`config.mk`:
```
export PLATFORM = sky130hd
export DESIGN_NAME = execute
export DESIGN_NICKNAME = d
export VERILOG_FILES = /design/src/logic/execPkg.sv /design/src/logic/execDecode.sv /design/src/logic/execAlu.sv /design/src/logic/flagBranch.sv /design/src/logic/execute.sv
export SDC_FILE = /design/constraint.sdc
export NUM_CORES = 1
export LEC_CHECK = 0
export BUFFER_PORTS_ARGS = -buffer_cell sky130_fd_sc_hd__clkbuf_2
export CAP_MARGIN = 10
export CORE_ASPECT_RATIO = 1.1
export CORE_MARGIN = 3
export CORE_UTILIZATION = 50
export DETAILED_ROUTE_END_ITERATION = 8
export PLACE_DENSITY = 0.79
export SYNTH_ARGS = -nofsm -noshare
export SYNTH_HDL_FRONTEND = slang
export SYNTH_SLANG_ARGS = --single-unit
```
`constraint.sdc`:
```
create_clock -name clk -period 9.88 [get_ports clk]
set_input_delay 1.976 -clock clk [delete_from_list [all_inputs] [get_ports clk]]
set_output_delay 1.976 -clock clk [all_outputs]
set_load 0.02 [all_outputs]
```
`src/logic/execPkg.sv`:
```
package execPkg;

    // Datapath widths
    localparam int WORD_W = 32;
    localparam int REG_W  = 4;
    localparam int IMM_W  = 16;

    typedef logic [WORD_W-1:0] word;
    typedef logic [REG_W-1:0]  regIdx;
    typedef logic [IMM_W-1:0]  immVal;
    typedef logic [3:0]        flagsT;   // NZCV
    typedef logic [2:0]        aluOpT;

    // Internal ALU operations
    localparam aluOpT ALU_ADD = 3'd0;
    localparam aluOpT ALU_SUB = 3'd1;
    localparam aluOpT ALU_AND = 3'd2;
    localparam aluOpT ALU_OR  = 3'd3;
    localparam aluOpT ALU_XOR = 3'd4;

    // Bit positions inside flagsT
    localparam int FLAG_N = 3;
    localparam int FLAG_Z = 2;
    localparam int FLAG_C = 1;
    localparam int FLAG_V = 0;

    // First level decode
    localparam logic [1:0] CLASS_DATA_IMM = 2'd0;
    localparam logic [1:0] CLASS_DATA_REG = 2'd1;
    localparam logic [1:0] CLASS_MEM      = 2'd2;
    localparam logic [1:0] CLASS_BRANCH   = 2'd3;

    // Second level decode, S forms have bit 3 set
    localparam logic [3:0] OP_ADD  = 4'd1;
    localparam logic [3:0] OP_SUB  = 4'd2;
    localparam logic [3:0] OP_AND  = 4'd3;
    localparam logic [3:0] OP_ADDS = 4'd9;
    localparam logic [3:0] OP_SUBS = 4'd10;
    localparam logic [3:0] OP_ANDS = 4'd11;
    localparam logic [3:0] OP_ORS  = 4'd12;
    localparam logic [3:0] OP_XORS = 4'd13;

    localparam logic [2:0] MOVE_MOVF = 3'd6;

    localparam logic [3:0] BR_EQ = 4'd0;
    localparam logic [3:0] BR_NE = 4'd1;
    localparam logic [3:0] BR_MI = 4'd4;

    // How the flag register is updated
    localparam logic [1:0] FLAGS_KEEP = 2'd0;
    localparam logic [1:0] FLAGS_NZ   = 2'd1;
    localparam logic [1:0] FLAGS_NZCV = 2'd2;

endpackage

```
`src/logic/execDecode.sv`:
```
`timescale 1ns/1ps

module execDecode import execPkg::*; (
    input  logic [1:0] firstLevelDecode,
    input  logic       specialEncoding,
    input  logic [3:0] secondLevelDecode,
    input  logic [2:0] aluFunctions,
    input  regIdx      destReg,
    input  regIdx      sourceFirstReg,
    input  regIdx      sourceSecReg,
    output regIdx      readRegDest,
    output regIdx      readRegFirst,
    output regIdx      readRegSec,
    output aluOpT      aluOp,
    output logic [1:0] flagMode,
    output logic       useImm,
    output logic       writeToReg,
    output logic       isLoad,
    output logic       isStore,
    output logic       isFlagMove,
    output logic       isBranch
);

    always_comb begin
        readRegDest  = '0;
        readRegFirst = '0;
        readRegSec   = '0;
        aluOp        = ALU_ADD;
        flagMode     = FLAGS_KEEP;
        useImm       = 1'b0;
        writeToReg   = 1'b0;
        isLoad       = 1'b0;
        isStore      = 1'b0;
        isFlagMove   = 1'b0;
        isBranch     = 1'b0;

        case (firstLevelDecode)
            CLASS_DATA_IMM: begin
                if (specialEncoding) begin
                    useImm     = 1'b1;
                    writeToReg = 1'b1;   // cleared again below if code unknown
                    case (secondLevelDecode)
                        OP_ADD:  aluOp = ALU_ADD;
                        OP_SUB:  aluOp = ALU_SUB;
                        OP_AND:  aluOp = ALU_AND;
                        OP_ADDS: begin
                            aluOp    = ALU_ADD;
                            flagMode = FLAGS_NZCV;
                        end
                        OP_SUBS: begin
                            aluOp    = ALU_SUB;
                            flagMode = FLAGS_NZCV;
                        end
                        OP_ANDS: begin
                            aluOp    = ALU_AND;
                            flagMode = FLAGS_NZ;   // logical ops keep C and V
                        end
                        OP_ORS: begin
                            aluOp    = ALU_OR;
                            flagMode = FLAGS_NZ;
                        end
                        OP_XORS: begin
                            aluOp    = ALU_XOR;
                            flagMode = FLAGS_NZ;
                        end
                        default: writeToReg = 1'b0;
                    endcase
                    if (writeToReg) begin
                        readRegDest  = destReg;
                        readRegFirst = sourceFirstReg;
                    end
                end else if (aluFunctions == MOVE_MOVF) begin
                    readRegDest = destReg;   // upper bits of old dest are kept
                    writeToReg  = 1'b1;
                    isFlagMove  = 1'b1;
                end
            end

            CLASS_DATA_REG: begin
                // Only add and subtract exist in the register form
                writeToReg = 1'b1;
                case (secondLevelDecode)
                    OP_ADD:  aluOp = ALU_ADD;
                    OP_SUB:  aluOp = ALU_SUB;
                    OP_ADDS: begin
                        aluOp    = ALU_ADD;
                        flagMode = FLAGS_NZCV;
                    end
                    OP_SUBS: begin
                        aluOp    = ALU_SUB;
                        flagMode = FLAGS_NZCV;
                    end
                    default: writeToReg = 1'b0;
                endcase
                if (writeToReg) begin
                    readRegDest  = destReg;
                    readRegFirst = sourceFirstReg;
                    readRegSec   = sourceSecReg;
                end
            end

            CLASS_MEM: begin
                readRegFirst = sourceFirstReg;   // Base
                readRegDest  = destReg;          // Store data or load target
                if (aluFunctions[0]) begin
                    isStore = 1'b1;
                end else begin
                    isLoad     = 1'b1;
                    writeToReg = 1'b1;
                end
            end

            CLASS_BRANCH: isBranch = 1'b1;
        endcase
    end

endmodule

```
`src/logic/execAlu.sv`:
```
`timescale 1ns/1ps

module execAlu import execPkg::*; (
    input  word   opA,
    input  word   opB,
    input  aluOpT aluOp,
    output word   aluResult,
    output flagsT aluFlags
);

    logic [WORD_W:0] sum;    // Extra bit is the carry out
    logic [WORD_W:0] diff;   // Extra bit is the borrow
    word             result;
    logic            carry;
    logic            overflow;

    assign sum  = {1'b0, opA} + {1'b0, opB};
    assign diff = {1'b0, opA} - {1'b0, opB};

    always_comb begin
        result   = '0;
        carry    = 1'b0;
        overflow = 1'b0;

        case (aluOp)
            ALU_ADD: begin
                result   = sum[WORD_W-1:0];
                carry    = sum[WORD_W];
                // Same sign in, other sign out
                overflow = (opA[WORD_W-1] == opB[WORD_W-1]) &&
                           (result[WORD_W-1] != opA[WORD_W-1]);
            end

            ALU_SUB: begin
                result   = diff[WORD_W-1:0];
                carry    = ~diff[WORD_W];   // C is NOT borrow
                overflow = (opA[WORD_W-1] != opB[WORD_W-1]) &&
                           (result[WORD_W-1] != opA[WORD_W-1]);
            end

            ALU_AND: result = opA & opB;
            ALU_OR:  result = opA | opB;
            ALU_XOR: result = opA ^ opB;

            default: result = '0;
        endcase
    end

    assign aluResult = result;

    // C and V stay 0 for logical ops, the flag register ignores them there
    always_comb begin
        aluFlags         = '0;
        aluFlags[FLAG_N] = result[WORD_W-1];
        aluFlags[FLAG_Z] = (result == '0);
        aluFlags[FLAG_C] = carry;
        aluFlags[FLAG_V] = overflow;
    end

endmodule

```
`src/logic/flagBranch.sv`:
```
`timescale 1ns/1ps

module flagBranch import execPkg::*; (
    input  logic       clk,
    input  logic       rst,
    input  flagsT      aluFlags,
    input  logic [1:0] flagMode,
    input  logic       isBranch,
    input  logic [3:0] branchInstruction,
    output flagsT      flags,
    output logic       exeOverride
);

    // NZCV register, visible to the branch test one cycle later
    always_ff @(posedge clk or posedge rst) begin
        if (rst) begin
            flags <= '0;
        end else begin
            case (flagMode)
                FLAGS_NZCV: flags <= aluFlags;
                FLAGS_NZ: begin
                    flags[FLAG_N] <= aluFlags[FLAG_N];
                    flags[FLAG_Z] <= aluFlags[FLAG_Z];
                end
                default: flags <= flags;   // Keep
            endcase
        end
    end

    // Branch condition against the registered flags only
    always_comb begin
        exeOverride = 1'b0;
        if (isBranch) begin
            case (branchInstruction)
                BR_EQ:   exeOverride = flags[FLAG_Z];
                BR_NE:   exeOverride = ~flags[FLAG_Z];
                BR_MI:   exeOverride = flags[FLAG_N];
                default: exeOverride = 1'b0;
            endcase
        end
    end

endmodule

```
`src/logic/execute.sv`:
```
`timescale 1ns/1ps

module execute import execPkg::*; (
    input  logic       clk,
    input  logic       rst,
    input  logic [1:0] firstLevelDecode,
    input  logic       specialEncoding,
    input  logic [3:0] secondLevelDecode,
    input  logic [2:0] aluFunctions,
    input  logic [3:0] branchInstruction,
    input  immVal      imm,
    input  regIdx      destReg,
    input  regIdx      sourceFirstReg,
    input  regIdx      sourceSecReg,
    input  word        readDataDest,
    input  word        readDataFirst,
    input  word        readDataSec,
    input  word        memoryDataIn,
    output regIdx      readRegDest,
    output regIdx      readRegFirst,
    output regIdx      readRegSec,
    output word        writeData,
    output logic       writeToReg,
    output logic       exeOverride,
    output word        memoryDataOut,
    output word        memoryAddressOut,
    output logic       memoryWrite,
    output logic       memoryRead
);

    aluOpT      aluOp;
    logic [1:0] flagMode;
    logic       useImm;
    logic       isLoad;
    logic       isStore;
    logic       isFlagMove;
    logic       isBranch;
    word        immExt;
    word        opB;
    word        aluResult;
    flagsT      aluFlags;
    flagsT      flags;

    execDecode decode (
        .firstLevelDecode (firstLevelDecode),
        .specialEncoding  (specialEncoding),
        .secondLevelDecode(secondLevelDecode),
        .aluFunctions     (aluFunctions),
        .destReg          (destReg),
        .sourceFirstReg   (sourceFirstReg),
        .sourceSecReg     (sourceSecReg),
        .readRegDest      (readRegDest),
        .readRegFirst     (readRegFirst),
        .readRegSec       (readRegSec),
        .aluOp            (aluOp),
        .flagMode         (flagMode),
        .useImm           (useImm),
        .writeToReg       (writeToReg),
        .isLoad           (isLoad),
        .isStore          (isStore),
        .isFlagMove       (isFlagMove),
        .isBranch         (isBranch)
    );

    assign immExt = {{(WORD_W-IMM_W){imm[IMM_W-1]}}, imm};   // Sign extend
    assign opB    = useImm ? immExt : readDataSec;

    execAlu alu (
        .opA      (readDataFirst),
        .opB      (opB),
        .aluOp    (aluOp),
        .aluResult(aluResult),
        .aluFlags (aluFlags)
    );

    flagBranch flagUnit (
        .clk              (clk),
        .rst              (rst),
        .aluFlags         (aluFlags),
        .flagMode         (flagMode),
        .isBranch         (isBranch),
        .branchInstruction(branchInstruction),
        .flags            (flags),
        .exeOverride      (exeOverride)
    );

    // Memory side
    assign memoryWrite      = isStore;
    assign memoryRead       = isLoad;
    assign memoryAddressOut = (isLoad || isStore) ? readDataFirst + immExt : '0;
    assign memoryDataOut    = isStore ? readDataDest : '0;

    // Write-back select, writeToReg alone marks an ALU op here
    always_comb begin
        if (isLoad)
            writeData = memoryDataIn;
        else if (isFlagMove)
            writeData = {23'd0, readDataDest[31:27], flags};   // MOVF layout
        else if (writeToReg)
            writeData = aluResult;
        else
            writeData = '0;
    end

endmodule

```
**After elaboration in Yosys (flattened, before gate mapping)**

Cells that the tools add are included.

- Eq/ne operators: 24
- Add/sub/neg operators: 3
- Muxes and demuxes: 47
- Bitwise operators: 5
- Reductions and logical operators: 14

Operators by type and width:

| cell | number |
|---|---|
| $mux W32 | 6 |
| $pmux W32 S5 | 1 |
| $mux W4 | 9 |
| $add A32 B32 Y33 | 1 |
| $sub A32 B32 Y33 | 1 |
| $add A32 B32 Y32 | 1 |
| $and A32 B32 Y32 | 1 |
| $logic_not A32 Y1 | 1 |
| $or A32 B32 Y32 | 1 |
| $xor A32 B32 Y32 | 1 |
| $pmux W4 S3 | 2 |
| $eq A4 B4 Y1 const B | 5 |
| $mux W1 | 18 |
| $pmux W3 S4 | 1 |
| $eq A4 B1 Y1 const B | 2 |
| $eq A4 B2 Y1 const B | 2 |
| $pmux W2 S2 | 2 |
| $reduce_or A2 Y1 | 4 |
| $reduce_or A8 Y1 | 1 |
| $eq A2 B2 Y1 const B | 3 |
| $eq A3 B2 Y1 const B | 2 |
| $eq A3 B3 Y1 const B | 2 |
| $pmux W1 S3 | 2 |
| $pmux W3 S2 | 1 |
| 16 further kinds | 23 |

- Flip-flop bits (word level): 4
- Input port bits: 172

**Depth between registers and ports, before layout**

Gate-level depths: netlist (run 1).

- Word-level depth: 10
- Mapped depth: 20
- Depth with buffers taken out: 16

**Modules after synthesis**

A second synthesis (run 1) with hierarchy kept.

- Cells, all modules: 1,379
- Area total of the unflattened synthesis: 9,193.8 sq um

Modules (own cells, without submodules):

| module | cells each | instances | area each (sq um) |
|---|---|---|---|
| execAlu | 880 | 1 | 5,746.8 |
| execute | 437 | 1 | 2,920.3 |
| execDecode | 47 | 1 | 327.8 |
| flagBranch | 15 | 1 | 198.9 |

**Least setup slack after synthesis (run 1)**

OpenSTA, ideal clock, no wires.

- Path kind: input to output
- From: input firstLevelDecode[1]
- To: output writeData[24]
- Stages: 17
- Setup slack: 2.303 ns
- Arrival: 5.601 ns
- Data required time: 7.904 ns
- Path buffers: 3
- Cells stage by stage: nor3b_1 buf_2 and2_1 clkbuf_1 clkbuf_1 a21o_1 inv_1 ha_1 or2_2 nor3_1 nand4_1 o21a_1 a2111oi_0 o31a_1 a221oi_1 o2bb2a_1 o21ai_1

- Cells in the longest elaborated chain, start to end: 8

RTL lines:

| element | RTL line | source |
|---|---|---|
| start: declaration | execute.sv:6 | `input logic [1:0] firstLevelDecode,` |
| $logic_not A2 Y1 | execDecode.sv:37 | `case (firstLevelDecode)` |
| $mux W1 | execDecode.sv:37 |  |
| $mux W32 | execute.sv:66 | `assign opB = useImm ? immExt : readDataSec;` |
| $sub A32 B32 Y33, or another cell as far along | execAlu.sv:18 | `assign diff = {1'b0, opA} - {1'b0, opB};` |
| $pmux W32 S5 | execAlu.sv:25 | `case (aluOp)` |
| $mux W32 | execute.sv:99 | `else if (writeToReg)` |
| $mux W32 | execute.sv:97 | `else if (isFlagMove)` |
| $mux W32 * | execute.sv:95 | `if (isLoad)` |
| end: declaration | execute.sv:22 | `output word writeData,` |

Every way passes the cells marked *; elsewhere a longest branch is shown, timed or not.

**Worst setup path in the final report (run 1)**

- From: input firstLevelDecode[1]
- To: output writeData[30]

Same word-level chain as after synthesis.

==> results of run 1 <==
-- cell usage after synthesis, drive strengths merged, types with 5 or more instances --
cell     instances
or2              5
nor4            15
nor2b           13
buf             10
a21o            54
a221oi          17
nor3b            7
o211ai          12
o22ai            8
o31a             5
a2111oi          8
nand3           35
inv            115
clkbuf          74
ha             136
or3             14
xnor2           18
and2            21
a31oi           22
a22oi            6
a21oi          101
nor3            42
a221o            7
mux2             7
nand2          129
xor2            13
and3            48
o21ai          104
a211oi          27
o21a             6
nor2           143
a211o            6
o2111ai          6
nand4           17
mux2i            8
a22o             9
o31ai           11
o21bai          16
nand2b          21
-- metal layers --
metal	track usage [%]	vias up	routed length [um]
li1	-	5502	-
met1	43.6	5258	14800
met2	61.7	664	17200
met3	5.34	126	3030
met4	18.6	2	2230
met5	0	-	13
-- through the flow --
stage | utilization, % | power [W] | cells | instance area, sq um
final | 60.8 | 0.000788 | 1845 | 10400
after global routing | 60.8 | 0.000852 | 1845 | 10400
after CTS | 60.8 | 0.000771 | 1844 | 10400
after detailed placement | 60.4 | 0.000705 | 1841 | 10400
after global placement | 60.4 | 0.000700 | 1841 | 10400
after floorplan | - | 0.000495 | 1391 | 8820
-- final timing paths --
check	startpoint	end	cells after the start
min reg2reg	flagUnit.flags[2]$_DFFE_PP0P_	flagUnit.flags[2]$_DFFE_PP0P_	2
min	flagUnit.flags[2]$_DFFE_PP0P_	flagUnit.flags[2]$_DFFE_PP0P_	2
min in group asynchronous	rst	flagUnit.flags[3]$_DFFE_PP0P_	2
max reg2reg	flagUnit.flags[3]$_DFFE_PP0P_	flagUnit.flags[3]$_DFFE_PP0P_	2
max	firstLevelDecode[1]	writeData[30]	15
max in group asynchronous	rst	flagUnit.flags[0]$_DFFE_PP0N_	2
-- layout make-up --
cell class	instances	area share, %
timing repair buffer	300	14.8
clock buffer	3	0.720
antenna	1	0.0240
inverter	116	4.17
tap	234	2.81
multi-input combinational	1187	76.5
sequential	4	0.960
-- report_power, final --
part,internal (W),total [W],switching (W)
combinational,0.000260,0.000703,0.000443
sequential,0.0000206,0.0000233,0.00000279
clock,0.0000516,0.0000618,0.0000102
-- logic make-up (layout without fill, tap and decap cells) --
family	after synthesis	in the layout	share of synthesized area (%)
simple gates	529	529	29.5
buf+inv	200	419	8.65
flops	4	4	1.13
xor+xnor	31	31	3.08
fa+ha+maj	139	139	20.0
compound gates	473	473	35.9
mux	15	15	1.80
other cells	0	1	0
-- worst register-to-register path: cells and delay by family (launching register included) --
| family | cells | cell delay (ps) |
|---|---|---|
| DFF | 1 | 400 |
| and+or+nand+nor | 1 | 60 |
| AOI/OAI and AO/OA | 1 | 70 |
==> metrics.md, run 1 <==
| Metric | Value |
|---|---|
| Htree depth | `1` |
| Drt initial violations | `1091` |
| Cts bufs inserted | `3` |
| TritonCTS clock tree | `yes` |
| CP bufs+invs | `3` |
| WS Path Type | `in2out` |
| Fin nets | `1923` |
| Final setup vio count | `0` |
| Commonest non-fill, non-tap cells in the layout | `283 x clkbuf_2, 142 x nor2_1, 136 x ha_1` |
| Port Buffers | `283` |
| CP Capture Type | `primary output` |
| P per Cell Area | `75.6 nW/um^2` |
| Reg2reg setup slack | `9210 ps` |
| Syn Area/Cell | `6.34 sq um` |
| Max Cap Viol | `0` |
| Die ar. | `19300 sq um` |
| Biggest register | `flagUnit.flags` |
| CTS-repair resized insts | `0` |
| Die Y | `145 um` |
| Clk slew on worst S/H paths | `30 ps` |
| Post-synth top area share | `19.3%` |
| Deepest clock path buffer count | `2` |
| Synth Net Count | `1702` |
| Area Overhead vs Synth | `18.3%` |
| Clock skew | `0 ps` |
| Detailed Route WL | `37300 um` |
| Max VDD drop | `56.4 uV` |
| Slowest CP cell | `and2_1` |
| Max-slew violations | `0` |
| First-pass GRT wire length | `57400 um` |
| Final period util | `90.3%` |
| Seq/Total Area, Yosys | `1.13%` |
| Dpl ws | `1070 ps` |
| Crit-path cells | `clkbuf_2, nor3b_2, and2_1, a21o_1, inv_1, ha_1, or4_1, nor2_1, nand3_1, o41ai_1, o41ai_1, mux2i_1, o211ai_1, a22o_1, clkbuf_2` |
| Area of the multi-input gates | `7980 sq um` |
| Worst Hold Class | `reg2reg` |
| RePlAce Congestion | `1.04` |
| Initial antenna violation count | `2` |
| Outcome | `finished, final reports clean` |
| Critical path arrival | `6940 ps` |
| Pleak | `5.55 nW` |
| EDFF count, synth | `0` |
| Core area | `17100 sq um` |
| Sequential Area | `100 sq um` |
| Worst-Margin Slew | `1140 ps` |
| DR pass1 iterations | `6` |
| Yosys warnings | `0` |
| Top Registers | `flagUnit.flags x4` |
| Gate Count Post-Synth | `1391` |
| Row count | `50` |
| Die X | `133 um` |
| All-Layer GR Usage | `36.1%` |
| Vias/cell | `6.26` |
| Commonest non-fill, non-tap cell in the layout | `clkbuf_2` |
| Clk_lat worst skew | `220 ps` |
| CP Launch Type | `input port` |
| Synth unique cells | `80` |
| DRC viols | `0` |
| Total grt overflow | `0` |
| Critical Path RT | `7900 ps` |
| Final Critical Period | `8920 ps` |
| Slowest stage delay, CP | `840 ps` |
| Asr flop ratio synth | `100%` |
| ANT nets after route | `0` |
| Number of flip-flops in the largest register | `4` |
| Delay-heaviest family, CP | `simple AND/OR/NAND/NOR gates` |
| Drt wl/cell | `20.2 um` |
| Mapped Area | `8820 sq um` |
| Area leader, netlist | `ha_1` |
| Dpl hpwl | `29900 um` |
| Starting Density | `51.5%` |
| Synthesis-stage register bit count | `4` |
| Crit path max fanout | `19` |
| Worst hold slack | `524 ps` |
| Post-CTS Setup Inserts | `0` |
| Hold_buf cts | `0` |
| Ys flop type | `dfrtp_1` |
| Worst slew margin | `21.8%` |
| Largest net degree at the start of global routing | `43` |
| Main area contributors after synthesis | `ha_1 19%, nor2_1 6.1%, o21ai_0 5.8%` |
| Top-Level Pins | `284` |
| Final setup margin | `960 ps` |
| Num Clock Sinks | `4` |
| Root Driver | `clkbuf_16` |
| Fin Setup TNS | `0 ps` |
| Via count | `11600` |
| Vias in the first global route | `10800` |
| Final hold violation count | `0` |
| RSZ-0062 raised after global routing | `false` |
| FMAX | `0.112 GHz` |
| Filler Cell Count | `1778` |
| Layout cells sized above 1 | `20.2%` |
Note: power is estimated with default switching activity, not from simulation.
==> run 2, diff against run 1 <==
--- a/config.mk
+++ b/config.mk
@@ -5,7 +5,7 @@
 export SDC_FILE = /design/constraint.sdc
 export NUM_CORES = 1
 export LEC_CHECK = 0
-export BUFFER_PORTS_ARGS = -buffer_cell sky130_fd_sc_hd__clkbuf_2
+export BUFFER_PORTS_ARGS = -buffer_cell sky130_fd_sc_hd__buf_4
 export CAP_MARGIN = 10
 export CORE_ASPECT_RATIO = 1.1
 export CORE_MARGIN = 3
==> run 2 against run 1 <==
  * Count of clock-buffer cells in the layout stayed put
  * Highest routed layer is now met4
  * Critical endpoint is now writeData[25]
  * Largest cell class unchanged
  * Fmax is 2.1% higher
  * Clock skew stayed put
  * Die area stayed put
  * Sequential power hardly changed
  * Flip-flop and latch count stayed put
==> metrics.md, run 2 (synthesized netlist as in run 1, its figures left out) <==
| Metric | Value |
|---|---|
| Crit-path cells | `buf_4, nor3b_2, and2_1, a21o_1, inv_1, ha_1, nand4_1, a2111oi_0, a21bo_2, a311oi_1, mux2_1, a22oi_1, o211ai_1, a22o_1, buf_4` |
| Top Layer Used | `met4` |
| CTS-repair resized insts | `0 (unchanged)` |
| Wl on met1 | `14600 um (-1.3%)` |
| Filler Cell Count | `1688 (-5.1%)` |
| Post-Place Cell Area | `11000 sq um (+6.6%)` |
| Detailed Route WL | `37500 um (+0.57%)` |
| DRC viols | `0 (unchanged)` |
| Htree depth | `1 (unchanged)` |
| Clk slew on worst S/H paths | `30 ps (about the same)` |
| Num Clock Sinks | `4 (unchanged)` |
| Top Registers | `flagUnit.flags x4` |
| Met3 wire len | `3320 um (+9.9%)` |
| Max VDD drop | `66.1 uV (+17%)` |
| Critical path arrival | `6760 ps (-180 ps)` |
| Biggest register | `flagUnit.flags` |
| Final Critical Period | `8740 ps (-182 ps)` |
| Core area | `17100 sq um (unchanged)` |
| Total grt overflow | `0 (unchanged)` |
| WS Path Type | `in2out` |
| DR pass1 iterations | `5 (-1)` |
| Commonest non-fill, non-tap cells in the layout | `297 x buf_4, 142 x nor2_1, 136 x ha_1` |
| Outcome | `finished, final reports clean` |
| Internal cell power | `0.000367 W (+11%)` |
| Row count | `50 (unchanged)` |
| Initial antenna violation count | `1 (-1)` |
| First-pass GRT wire length | `57900 um (+0.96%)` |
| Port Buffers | `283 (unchanged)` |
| Final period util | `88.4% (-1.8 points)` |
| RSZ-0062 raised after global routing | `false` |
| ANT nets after route | `0 (unchanged)` |
| RePlAce Congestion | `0.997 (-3.9%)` |
| Combinational power share | `89.6% (+0.4 points)` |
| Max Cap Viol | `0 (unchanged)` |
| CP Capture Type | `primary output` |
| Worst Hold Class | `reg2reg` |
| Vias in the first global route | `10900 (+1.5%)` |
| Fin Setup TNS | `0 ps (unchanged)` |
| Clock skew | `0 ps (unchanged)` |
| Most used cell, CP | `buf_4` |
| Clock power share | `7.6% (-0.2 points)` |
| Slowest CP cell | `a2111oi_0` |
| Post-CTS Setup Inserts | `0 (unchanged)` |
| Wire length on met2 | `17700 um (+2.8%)` |
| Root Driver | `clkbuf_16` |
| Net Sw Frac | `55.3% (-2.5 points)` |
| Commonest non-fill, non-tap cell in the layout | `buf_4` |
| Via count | `11600 (+0.035%)` |
| Critical Path RT | `7900 ps (about the same)` |
| FMAX | `0.114 GHz (+2.1%)` |
| Top-Level Pins | `284 (unchanged)` |
| Worst-Margin Slew | `1030 ps (-109 ps)` |
| Dpl hpwl | `30300 um (+1.6%)` |
| TritonCTS clock tree | `yes` |
| Max-slew violations | `0 (unchanged)` |
| Drt wl/cell | `20.4 um (+0.78%)` |
| Pleak | `5.73 nW (+3.3%)` |
| Flop pwr share | `2.8% (-0.2 points)` |
| Slowest stage delay, CP | `900 ps (+60 ps)` |
| Fin nets | `1920 (-0.16%)` |
| Hold_buf cts | `0 (unchanged)` |
| Die ar. | `19300 sq um (unchanged)` |
| Die X | `133 um (unchanged)` |
| Cts bufs inserted | `3 (unchanged)` |
| P per Cell Area | `74.0 nW/um^2 (-2.1%)` |
| Antenna diodes | `0 (-1)` |
| Area Overhead vs Synth | `26.0%` |
| Clk_lat worst skew | `220 ps (about the same)` |
| CP Launch Type | `input port` |
| Final hold violation count | `0 (unchanged)` |
| Number of flip-flops in the largest register | `4 (unchanged)` |
| Vias/cell | `6.28 (+0.25%)` |
| Drt initial violations | `1061 (-2.7%)` |
| Worst slew margin | `30.0% (+8.2 points)` |
| All-Layer GR Usage | `36.2% (+0.13 points)` |
| Largest net degree at the start of global routing | `43 (unchanged)` |
| Final instance area | `11100 sq um (+6.6%)` |
| Deepest clock path buffer count | `2 (unchanged)` |
| Crit path max fanout | `17 (-2)` |
| Die Y | `145 um (unchanged)` |
| Final setup vio count | `0 (unchanged)` |
| Switching power | `0.000455 W (-0.28%)` |
| Layout cells sized above 1 | `20.0% (-0.15 points)` |
| Starting Density | `51.5% (unchanged)` |
-- run 2: cell count changes in the layout (fill, tap and decap cells not counted), sizes merged --
cell    before  now
clkbuf     286    3
buf         17  297
diode        1    0
-- run 2: final timing paths --
check	from	to	slack, ps	cells after the start
max	firstLevelDecode[1]	writeData[25]	1140	15
max in group asynchronous	rst	flagUnit.flags[2]$_DFFE_PP0P_	8080	2
min reg2reg	flagUnit.flags[3]$_DFFE_PP0P_	flagUnit.flags[3]$_DFFE_PP0P_	520	2
min in group asynchronous	rst	flagUnit.flags[0]$_DFFE_PP0N_	1650	2
min	flagUnit.flags[3]$_DFFE_PP0P_	flagUnit.flags[3]$_DFFE_PP0P_	520	2
max reg2reg	flagUnit.flags[0]$_DFFE_PP0N_	flagUnit.flags[0]$_DFFE_PP0N_	9190	2
-- run 2: metrics by stage --
stage | cells | util, % | hold slack (ps) | worst slack (ps) | power [W]
3_5_place_dp | 1838 | 64.4 | 510 | 1160 | 0.000741
5_1_grt | 1841 | 64.8 | 561 | 737 | 0.000890
4_1_cts | 1841 | 64.8 | 516 | 1160 | 0.000808
2_1_floorplan | 1391 | - | 464 | 2300 | 0.000495
6_report | 1841 | 64.8 | 518 | 1140 | 0.000822
3_3_place_gp | 1838 | 64.4 | 507 | 1250 | 0.000735
-- run 2: final cells by class --
cell class	instances	area [sq um]	area share, %
multi-input combinational	1187	7980	71.8
timing repair buffer	297	2230	20.1
inverter	116	435	3.92
tap	234	293	2.63
sequential	4	100	0.901
clock buffer	3	75.1	0.676
-- run 2: power by group through the flow --
stage | clock (W) | combinational, W | sequential [W]
2_1_floorplan | 0 | 0.000473 | 0.0000225
3_3_place_gp | 0 | 0.000712 | 0.0000231
3_5_place_dp | 0 | 0.000718 | 0.0000232
4_1_cts | 0.0000626 | 0.000722 | 0.0000233
5_1_grt | 0.0000650 | 0.000801 | 0.0000241
6_report | 0.0000623 | 0.000737 | 0.0000233
-- run 2: critical path, delay by kind of cell --
kind | cells | cell delay (ps)
AO/OA/AOI/OAI | 7 | 2250
adder cells (fa/ha/maj) | 1 | 550
buffers and inverters | 3 | 400
multiplexers | 1 | 360
AND/OR/NAND/NOR | 3 | 1220
-- run 2: layer usage --
layer	vias to the layer above	track usage, %
met4	0	15.8
met5	-	0
met3	123	6.14
li1	5510	-
met1	5295	44.4
met2	628	62.0
